## config.mk

```make
export PLATFORM = sky130hd
export DESIGN_NAME = bus_subsystem_top
export DESIGN_NICKNAME = d
export VERILOG_FILES = /design/src/bus_pkg.sv /design/src/bus_ser.sv /design/src/bus_arbiter.sv /design/src/bus_des.sv /design/src/bus_subsystem_top.sv
export SDC_FILE = /design/constraint.sdc
export NUM_CORES = 1
export LEC_CHECK = 0
export BUFFER_PORTS_ARGS = -buffer_cell sky130_fd_sc_hd__clkbuf_2
export CORE_UTILIZATION = 50
export DETAILED_ROUTE_END_ITERATION = 10
export GPL_ROUTABILITY_DRIVEN = 0
export PLACE_DENSITY = 0.73
export SYNTH_ARGS = -nofsm -noshare
export SYNTH_HDL_FRONTEND = slang
export SYNTH_SLANG_ARGS = --single-unit
```

## constraint.sdc

```tcl
create_clock -name clk_bus -period 32.4 [get_ports clk_bus]
set_clock_uncertainty 0.15 [all_clocks]
set_input_delay 0 -clock clk_bus [delete_from_list [all_inputs] [get_ports clk_bus]]
set_output_delay 0 -clock clk_bus [all_outputs]
set_load 0.005 [all_outputs]
```

## src/bus_pkg.sv

```systemverilog
package bus_pkg;

    //////////////////////////////
    // widths
    //////////////////////////////

    // one bus beat carries one data word
    localparam int BEAT_W     = 32;
    localparam int BEATS_MAX  = 4;
    localparam int NODE_W     = 4;
    localparam int PADR_W     = 15;
    localparam int IDX_W      = $clog2(BEATS_MAX);
    localparam int PKT_DATA_W = BEAT_W * BEATS_MAX;

    // beats in the packet minus one
    typedef logic [IDX_W-1:0] len_t;

    //////////////////////////////
    // packet and bus word
    //////////////////////////////

    // data holds beat 0 in the low word
    typedef struct packed {
        logic [PADR_W-1:0]     padr;
        logic [NODE_W-1:0]     dest;
        logic [NODE_W-1:0]     ret;
        logic                  rw;
        len_t                  len;
        logic [PKT_DATA_W-1:0] data;
    } pkt_t;

    // every beat repeats the full header
    // idx and last let the receiver place the word without a size field
    typedef struct packed {
        logic              valid;
        logic [PADR_W-1:0] padr;
        logic [BEAT_W-1:0] data;
        logic [NODE_W-1:0] ret;
        logic [NODE_W-1:0] dest;
        logic              rw;
        len_t              idx;
        logic              last;
    } beat_t;

    //////////////////////////////
    // serializer FSM
    //////////////////////////////

    // free -> request -> wait for grant -> send -> free
    typedef enum logic [1:0] {
        SER_FREE,
        SER_REQ,
        SER_WAIT_GNT,
        SER_SEND
    } ser_state_t;

endpackage

```

## src/bus_ser.sv

```systemverilog
`timescale 1ns/1ps

module bus_ser #(
    parameter int NODE_ID = 0
) (
    input  logic           clk_bus,
    input  logic           rst_n,

    // packet load from the block
    input  logic           in_valid,
    input  bus_pkg::pkt_t  in_pkt,

    // handshake with the arbiter
    input  logic           ack,
    input  logic           grant,
    output logic           free,
    output logic           req,
    output logic           release_bus,

    // beat toward the bus mux
    output bus_pkg::beat_t beat_word
);
    import bus_pkg::*;

    ser_state_t state;
    ser_state_t state_nxt;
    pkt_t       pkt_q;
    len_t       beat_cnt;
    logic       load;
    logic       last_beat;

    // a load offered while busy is simply lost
    assign load      = in_valid && (state == SER_FREE);
    assign last_beat = (state == SER_SEND) && (beat_cnt == pkt_q.len);

    assign free        = (state == SER_FREE);
    assign req         = (state == SER_REQ) || (state == SER_WAIT_GNT);
    assign release_bus = last_beat;

    //////////////////////////////
    // FSM
    //////////////////////////////

    always_comb begin
        state_nxt = state;
        case (state)
            SER_FREE: begin
                if (load) begin
                    state_nxt = SER_REQ;
                end
            end
            SER_REQ: begin
                if (ack) begin
                    state_nxt = SER_WAIT_GNT;
                end
            end
            SER_WAIT_GNT: begin
                if (grant) begin
                    state_nxt = SER_SEND;
                end
            end
            SER_SEND: begin
                if (last_beat) begin
                    state_nxt = SER_FREE;
                end
            end
            default: begin
                state_nxt = SER_FREE;
            end
        endcase
    end

    always_ff @(posedge clk_bus or negedge rst_n) begin
        if (!rst_n) begin
            state    <= SER_FREE;
            beat_cnt <= '0;
        end else begin
            state <= state_nxt;
            // counter restarts on grant, steps once per sent beat
            if (state == SER_WAIT_GNT && grant) begin
                beat_cnt <= '0;
            end else if (state == SER_SEND) begin
                beat_cnt <= beat_cnt + 1'b1;
            end
        end
    end

    // packet holding register
    always_ff @(posedge clk_bus) begin
        if (load) begin
            pkt_q <= in_pkt;
        end
    end

    //////////////////////////////
    // beat word
    //////////////////////////////

    always_comb begin
        beat_word = '0;
        if (state == SER_SEND) begin
            beat_word.valid = 1'b1;
            beat_word.padr  = pkt_q.padr;
            beat_word.data  = pkt_q.data[beat_cnt*BEAT_W +: BEAT_W];
            beat_word.ret   = pkt_q.ret;
            beat_word.dest  = pkt_q.dest;
            beat_word.rw    = pkt_q.rw;
            beat_word.idx   = beat_cnt;
            beat_word.last  = (beat_cnt == pkt_q.len);
        end
    end

    // the arbiter may only grant a source that already got its ack
    a_grant_after_ack: assert property (
        @(posedge clk_bus) disable iff (!rst_n)
        grant |-> (state == SER_WAIT_GNT || state == SER_SEND)
    ) else $error("bus_ser %0d: grant seen outside wait/send", NODE_ID);

endmodule

```

## src/bus_arbiter.sv

```systemverilog
`timescale 1ns/1ps

module bus_arbiter #(
    parameter int N_SRC = 2
) (
    input  logic                       clk_bus,
    input  logic                       rst_n,
    input  logic [N_SRC-1:0]           req,
    input  logic [N_SRC-1:0]           release_bus,
    input  bus_pkg::beat_t [N_SRC-1:0] src_word,
    output logic [N_SRC-1:0]           ack,
    output logic [N_SRC-1:0]           grant,
    output bus_pkg::beat_t             bus_word
);
    import bus_pkg::*;

    localparam int SRC_W = (N_SRC > 1) ? $clog2(N_SRC) : 1;

    logic [N_SRC-1:0] acked;
    logic [N_SRC-1:0] waiting;
    logic             busy;
    logic [SRC_W-1:0] owner;
    logic [SRC_W-1:0] ptr;
    logic             win_found;
    logic [SRC_W-1:0] win;
    logic             bus_open;
    beat_t            sel_word;

    //////////////////////////////
    // request acknowledge
    //////////////////////////////

    // acked follows req one cycle late, so ack fires once per request
    always_ff @(posedge clk_bus or negedge rst_n) begin
        if (!rst_n) begin
            ack   <= '0;
            acked <= '0;
        end else begin
            ack   <= req & ~acked;
            acked <= req;
        end
    end

    // only acknowledged requests compete
    assign waiting = req & acked;

    //////////////////////////////
    // round robin
    //////////////////////////////

    always_comb begin
        int cand;
        win_found = 1'b0;
        win       = '0;
        for (int k = 0; k < N_SRC; k++) begin
            cand = int'(ptr) + k;
            if (cand >= N_SRC) begin
                cand = cand - N_SRC;
            end
            if (!win_found && waiting[cand]) begin
                win_found = 1'b1;
                win       = cand[SRC_W-1:0];
            end
        end
    end

    // owner release frees the bus for a new grant in the same edge
    assign bus_open = !busy || (|(release_bus & grant));

    always_ff @(posedge clk_bus or negedge rst_n) begin
        if (!rst_n) begin
            busy  <= 1'b0;
            owner <= '0;
            ptr   <= '0;
        end else if (bus_open) begin
            busy <= win_found;
            if (win_found) begin
                owner <= win;
                ptr   <= (win == SRC_W'(N_SRC - 1)) ? '0 : win + 1'b1;
            end
        end
    end

    //////////////////////////////
    // grant and bus mux
    //////////////////////////////

    always_comb begin
        for (int i = 0; i < N_SRC; i++) begin
            grant[i] = busy && (owner == SRC_W'(i));
        end
    end

    assign sel_word = src_word[owner];
    assign bus_word = busy ? sel_word : '0;

    // a fresh grant only goes to a source still holding its request
    a_grant_to_req: assert property (
        @(posedge clk_bus) disable iff (!rst_n)
        (|(grant & ~$past(grant))) |-> (|(grant & req))
    ) else $error("bus_arbiter: grant to a source without request");

    // a serializer must only release a bus it owns
    a_release_owner: assert property (
        @(posedge clk_bus) disable iff (!rst_n)
        (|release_bus) |-> (release_bus == grant)
    ) else $error("bus_arbiter: release from a source without grant");

endmodule

```

## src/bus_des.sv

```systemverilog
`timescale 1ns/1ps

module bus_des #(
    parameter int NODE_ID = 0
) (
    input  logic           clk_bus,
    input  logic           rst_n,
    input  bus_pkg::beat_t bus_word,
    output logic           out_valid,
    output bus_pkg::pkt_t  out_pkt
);
    import bus_pkg::*;

    localparam logic [NODE_W-1:0] MY_NODE = NODE_W'(NODE_ID);

    logic hit;
    logic hit_last;
    pkt_t asm_q;
    pkt_t asm_nxt;
    len_t exp_idx;

    // beats for other nodes pass by untouched
    assign hit      = bus_word.valid && (bus_word.dest == MY_NODE);
    assign hit_last = hit && bus_word.last;

    //////////////////////////////
    // assembly
    //////////////////////////////

    always_comb begin
        asm_nxt = asm_q;
        // beat 0 opens a new packet
        if (bus_word.idx == '0) begin
            asm_nxt.padr = bus_word.padr;
            asm_nxt.dest = bus_word.dest;
            asm_nxt.ret  = bus_word.ret;
            asm_nxt.rw   = bus_word.rw;
            asm_nxt.data = '0;
        end
        // len ends up as the idx of the last beat
        asm_nxt.len = bus_word.idx;
        asm_nxt.data[bus_word.idx*BEAT_W +: BEAT_W] = bus_word.data;
    end

    always_ff @(posedge clk_bus) begin
        if (hit) begin
            asm_q <= asm_nxt;
        end
        if (hit_last) begin
            out_pkt <= asm_nxt;
        end
    end

    //////////////////////////////
    // delivery strobe
    //////////////////////////////

    always_ff @(posedge clk_bus or negedge rst_n) begin
        if (!rst_n) begin
            out_valid <= 1'b0;
            exp_idx   <= '0;
        end else begin
            out_valid <= hit_last;
            if (hit) begin
                exp_idx <= bus_word.last ? '0 : bus_word.idx + 1'b1;
            end
        end
    end

    // beats of one packet arrive back to back and in order
    a_idx_order: assert property (
        @(posedge clk_bus) disable iff (!rst_n)
        hit |-> (bus_word.idx == exp_idx)
    ) else $error("bus_des %0d: beat idx %0d, expected %0d",
                  NODE_ID, bus_word.idx, exp_idx);

endmodule

```

## src/bus_subsystem_top.sv

```systemverilog
`timescale 1ns/1ps

module bus_subsystem_top #(
    parameter int N_SRC = 2,
    parameter int N_DST = 2
) (
    input  logic                      clk_bus,
    input  logic                      rst_n,
    input  logic [N_SRC-1:0]          in_valid,
    input  bus_pkg::pkt_t [N_SRC-1:0] in_pkt,
    output logic [N_SRC-1:0]          free,
    output logic [N_DST-1:0]          out_valid,
    output bus_pkg::pkt_t [N_DST-1:0] out_pkt
);
    import bus_pkg::*;

    logic  [N_SRC-1:0] req;
    logic  [N_SRC-1:0] ack;
    logic  [N_SRC-1:0] grant;
    logic  [N_SRC-1:0] release_bus;
    beat_t [N_SRC-1:0] src_word;
    beat_t             bus_word;

    // one serializer per source
    for (genvar i = 0; i < N_SRC; i++) begin : g_ser
        bus_ser #(
            .NODE_ID(i)
        ) i_ser (
            .clk_bus    (clk_bus),
            .rst_n      (rst_n),
            .in_valid   (in_valid[i]),
            .in_pkt     (in_pkt[i]),
            .ack        (ack[i]),
            .grant      (grant[i]),
            .free       (free[i]),
            .req        (req[i]),
            .release_bus(release_bus[i]),
            .beat_word  (src_word[i])
        );
    end

    bus_arbiter #(
        .N_SRC(N_SRC)
    ) i_arbiter (
        .clk_bus    (clk_bus),
        .rst_n      (rst_n),
        .req        (req),
        .release_bus(release_bus),
        .src_word   (src_word),
        .ack        (ack),
        .grant      (grant),
        .bus_word   (bus_word)
    );

    // every deserializer watches the shared bus word
    for (genvar j = 0; j < N_DST; j++) begin : g_des
        bus_des #(
            .NODE_ID(j)
        ) i_des (
            .clk_bus  (clk_bus),
            .rst_n    (rst_n),
            .bus_word (bus_word),
            .out_valid(out_valid[j]),
            .out_pkt  (out_pkt[j])
        );
    end

endmodule

```

# After elaboration in Yosys (flattened, before gate mapping)
# Cells that the tools add are included.
# Widths: inputs -> output; s select.
# op_classes
add_sub_neg	7
n_lt_le_gt_ge	5
n_eq_ne	17
shifts	4
mux	38
bitwise	5
reduce_logical	28
# ops
cell	n
$mux 60	5
$bwmux 128	2
$mux 128	2
$shiftx 128x8->32	2
$shift 32x34->128 const A	1
$shiftx 32x34->128	1
$lt 32x3->1 const B	2
$mux 32	2
$mux 24	2
$neg 7->34	1
$ge 32x3->1 const B	1
$sub 32x3->32 const B	1
$mux 2	12
$pmux 2 s4	2
$logic_and 1x1->1	13
$ne 2x1->1 const B	6
$mux 1	11
$eq 2x2->1 const B	4
$reduce_and 4->1	2
$and 2x2->2	3
$logic_not 2->1	3
$add 2x1->2 const B	2
$eq 2x1->1 const B	2
$eq 2x2->1	2
other kinds (15)	20
# word_totals
register_bits	937
input_bits	312
out_inout_bits	312

# Longest topological paths before layout
# logic_depth
depth_word	12
mapped_depth	12
mapped_depth_nobuf	9

# Modules after synthesis
# From an unflattened synthesis, not the netlist that was laid out.
# hier_totals
cells_unflattened	1840
area_unflattened_um2	36456.2
# by_module_without_submodules
module	n_inst	cells_per_inst	area_per_inst_um2	seq_area_each_um2
bus_ser	2	287	6128.4	4724.5
bus_des (g_des[0].i_des)	1	556	11584.9	9213.8
bus_des (g_des[1].i_des)	1	551	11232.0	9213.8
bus_arbiter	1	159	1382.6	175.2

# Least setup slack after synthesis
# OpenSTA, ideal clock, no wires.
# synth_path
path_type	register to register
startpoint	reg g_ser[0].i_ser.state[1]
endpoint	reg g_des[1].i_des.out_valid
arrival_time_ns	23.292
t_required_ns	31.414
path_slack_ns	8.123
stages_incl_launch_ff	7
path_buffers	1
period_less_slack_ns	24.277
path_cell_list	dfrtp_1 > ha_1 > buf_2 > nand3b_1 > a21oi_1 > nor4b_1 > nor2b_1
# synth_via
elab_chain_cells	8
# synth_rtl
element	line	text
start: declaration	bus_ser.sv:25	ser_state_t state;
start signal: assignment	bus_ser.sv:78	state <= state_nxt;
$eq 2x2->1 (*)	bus_ser.sv:101	if (state == SER_SEND) begin
$mux 60 (*)	bus_ser.sv:101	
$mux 60 (implied by the code) (*) (2 in series)	bus_arbiter.sv:94	assign sel_word = src_word[owner];
$mux 60 (*)	bus_arbiter.sv:95	assign bus_word = busy ? sel_word : '0;
$eq 4x1->1	bus_des.sv:23	assign hit = bus_word.valid && (bus_word.dest == MY_NODE);
$logic_and 1x1->1 (*)	bus_des.sv:23	
net g_des[1].i_des.hit	bus_des.sv:16	logic hit;
$logic_and 1x1->1 (*)	bus_des.sv:24	assign hit_last = hit && bus_word.last;
net g_des[1].i_des.hit_last	bus_des.sv:17	logic hit_last;
end signal: assignment	bus_des.sv:63	out_valid <= hit_last;
end: declaration	bus_des.sv:9	output logic out_valid,
# Mark *: on every way through the listed nets, which the timed path passes. The rest lies on a longest branch. The select of a mux whose other input is x is not followed.
# A chain may end at the register's enable or synchronous reset.

==> qor.yml <==
global_route:
  grt_pass1_vias: 24600
  grt_use_total_pct: 30.8
  grt_pass1_wl_um: 158000
  antenna_found_initial: 4
  grt_overflow_total: 0
  grt_max_degree: 97
setup_path:
  crit_arrival_ns: 5.04
  slowest_delay_ns: 0.88
  cp-start-kind: "flip-flop"
  cp_num_buf_inv: 1
  cp_max_fo: 96
  cp_top_family: "simple AND/OR/NAND/NOR gates"
  required_ns: 32.64
  end_kind: "flip-flop"
  critical_path.slowest_cell: "buf_4"
  crit_chain: "and3b_1, o21ai_2, ha_4, buf_4, nor2b_1, nand2_2, nor3_1, a21o_1"
  crit_type: "reg -> reg"
sta:
  hold_viol: 0
  maxSlewHeadroom_pct: 20.0
  tightest_slew_ns: 1.20
  fin_hold_ws_ns: 0.0996
  report.final.slew_viol_count: 0
  tns_ns: 0
  fin_crit_ns: 4.81
  rsz0062_at_grt: "false"
  period_share_pct: 14.8
  max_freq_ghz: 0.208
  setup_viol: 0
  setup_slack_ns: 27.59
placed_design:
  io_buffer_count: 623
  placed_cell_area_um2: 38900
  place_ws_ns: 27.63
  hpwl_um: 59300
synth:
  ys_ff_latch: 937
  yosysTopAreaCell: "edfxtp_1"
  netlist.area_leader.share_pct: 79.5
  yosysWarnings: 0
  synthTopCellsByArea: "edfxtp_1, a21o_1, mux4_2"
  ys_seq_area_share_pct: 80.7
  synthCells: 1777
  ys.flop_type: "edfxtp_1"
  netlist_area_um2: 34800
  synth-edff-count: 920
  syn_avg_cell_area_um2: 19.6
  synth_nets: 2103
  yosysUniqueCellTypes: 52
  synth-async-reset-ratio_pct: 1.81
final_layout:
  num-fill-cells: 4131
  syn_to_final_growth_pct: 38.0
  drive_above_1_share_pct: 29.3
  design_area_um2: 48000
  fin_nets: 3379
route:
  final_antenna_net_count: 0
  post_drt_wl_per_cell_um: 26.8
  via_per_inst: 5.58
  drtIter0Drc: 2266
  dr.pass1.iters: 5
  drc: 0
  drt-total-wl_um: 109000
  num_vias: 22700
pwr:
  pwr-share-seq_pct: 46.2
  power.switching_mw: 1.22
  power.share.clock_pct: 27.2
  ir_drop_mv: 0.0769
  p_leak_nw: 19.4
  p_sw_share_pct: 31.7
  power.density_nw_per_um2: 80.1
  p_int_mw: 2.62
  p_comb_share_pct: 26.5
clock_tree:
  insertion_delay_ns: 0.67
  clockRootBuffer: "clkbuf_16"
  cts_sinks: 937
  clockBufferDepth: 3
  cts.htree.levels: 3
  cts_made_buffers: 93
  clkSlewWorstSetupHoldPaths_ns: 0.06
  postCtsSetupBuffers: 0
  cts_tree: "built"
run:
  cap_violations: 0
floorplanning:
  die_area_um2: 70600
  die-height_um: 266
  io_pins: 624
  die_w_um: 266
  initial_utilization_pct: 50.6
  num_rows: 96
  core-area_um2: 68700
worst_hold_path:
  hp-class: "in -> reg"
status:
  outcome: "complete, no violations"
[logic make-up (layout without fill, tap and decap cells)]
kind of cell               Yosys count  count (layout)  share of synthesized area, %
other                                0               5                             0
muxes                               69              69                          4.61
adders and majority gates           14              14                         0.504
AOI/OAI and AO/OA                  376             376                          8.28
xor gates and xnor gates             8               8                         0.202
DFF                                937             937                          80.7
and+or+nand+nor                    201             201                          3.31
buffers and inverters              172            1524                          2.40
[Yosys cell counts (all sizes together) (2+ instances only)]
cell / instances
nand2: 34
a21o: 192
inv: 83
nand3b: 4
o21ai: 74
o22ai: 2
nor3: 32
dfrtp: 17
nand3: 10
a31oi: 4
xnor2: 6
or3b: 32
mux4: 64
a21oi: 6
mux2i: 2
o21a: 40
xor2: 2
buf: 52
nor2b: 8
o2111ai: 2
mux2: 3
a2bb2oi: 2
and3: 3
and2: 3
ha: 14
clkbuf: 37
edfxtp: 920
and3b: 2
a22oi: 52
nor2: 70
[flip-flops by register name (all words and copies together), names as in the netlist]
signal	flops
i_arbiter.acked	2
g_des.i_des.out_pkt	308
g_des.i_des.out_valid	2
i_arbiter.owner	1
i_arbiter.busy	1
g_des.i_des.asm_q	304
g_ser.i_ser.state	4
g_ser.i_ser.pkt_q	308
i_arbiter.ptr	1
i_arbiter.ack	2
g_ser.i_ser.beat_cnt	4
[power groups by stage]
stage                     Combinational [mW]  Sequential, mW  Clock, mW
final                                   1.02            1.78       1.05
after global routing                    1.07            1.79       1.10
after CTS                              0.983            1.76       1.04
after detailed placement               0.921            1.79          0
after global placement                 0.884            1.77          0
after floorplan                        0.630            1.83          0
[final cells by class]
cell class                      instances  area, um^2  area share [%]
Sequential cell                       937       28100            58.5
Clock buffer                          110        2390            4.98
Antenna cell                            5        12.5          0.0261
Multi-Input combinational cell        668        6000            12.5
Tap cell                              931        1160            2.43
Inverter                               83         313           0.652
Clock inverter                         61         499            1.04
Timing Repair Buffer                 1270        9520            19.9
[what timing repair did]
item | 4_1_cts | 5_1_grt
hold buffers | 619 | 0
setup endpoints to repair | 0 | 0
gates resized for setup | 0 | 0
endpoints found under the hold margin | 342 | 0
[metal layers]
layer	share of wire [%]	vias up	global-route usage (%)	wire [um]
met5	0.012	-	0	13
met3	9.6	342	7.79	10500
li1	-	9547	-	-
met4	5.7	2	16.5	6270
met1	34	11400	35.4	37300
met2	50	1456	53.2	55100
[final timing paths]
path	endpoint	slack [ns]	depth (start not counted)	startpoint
max reg2reg	g_des[1].i_des.asm_q[69]	27.59	8	i_arbiter.owner
min in group asynchronous	g_des[1].i_des.out_valid	0.41	3	rst_n
min	g_ser[0].i_ser.pkt_q[46]	0.1	2	in_pkt[46]
max	g_des[1].i_des.asm_q[69]	27.59	8	i_arbiter.owner
min reg2reg	i_arbiter.ack[0]	0.28	1	i_arbiter.acked[0]
max in group asynchronous	g_ser[1].i_ser.beat_cnt[0]	31.07	3	rst_n
[worst reg2reg max path, delay by kind of cell (launching register included)]
| family | cells | cell delay, ns |
|---|---|---|
| buf+inv | 1 | 0.89 |
| compound gates | 2 | 0.51 |
| flops | 1 | 0.72 |
| simple gates | 4 | 1.68 |
| fa+ha+maj | 1 | 0.61 |
[cell usage in the layout, fill, tap and decap left out, types with 13 or more instances in the layout]
| cell | netlist | routed |
|---|---|---|
| a21o_1 | 192 | 192 |
| a22oi_1 | 25 | 25 |
| a22oi_2 | 17 | 17 |
| buf_4 | 12 | 28 |
| clkbuf_1 | 36 | 17 |
| clkbuf_16 | 0 | 93 |
| clkbuf_2 | 1 | 623 |
| clkinv_1 | 0 | 22 |
| clkinv_2 | 0 | 22 |
| dfrtp_1 | 17 | 13 |
| dlygate4sd3_1 | 0 | 619 |
| edfxtp_1 | 920 | 920 |
| ha_1 | 14 | 13 |
| inv_1 | 82 | 82 |
| mux4_1 | 29 | 29 |
| mux4_2 | 35 | 35 |
| nand2_1 | 34 | 33 |
| nor2_1 | 50 | 47 |
| nor2_2 | 20 | 20 |
| nor3_1 | 22 | 22 |
| o21a_1 | 40 | 40 |
| o21ai_0 | 19 | 19 |
| o21ai_1 | 46 | 46 |
| or3b_1 | 24 | 24 |
[per-stage QoR]
step / util, % / cells / power [mW]
after floorplan: - / 1777 / 2.46
after global placement: 56.6 / 3270 / 2.66
after detailed placement: 56.6 / 3270 / 2.71
after CTS: 69.8 / 4060 / 3.78
after global routing: 69.8 / 4063 / 3.96
final: 69.8 / 4065 / 3.84
(Power assumes the default switching activity.)
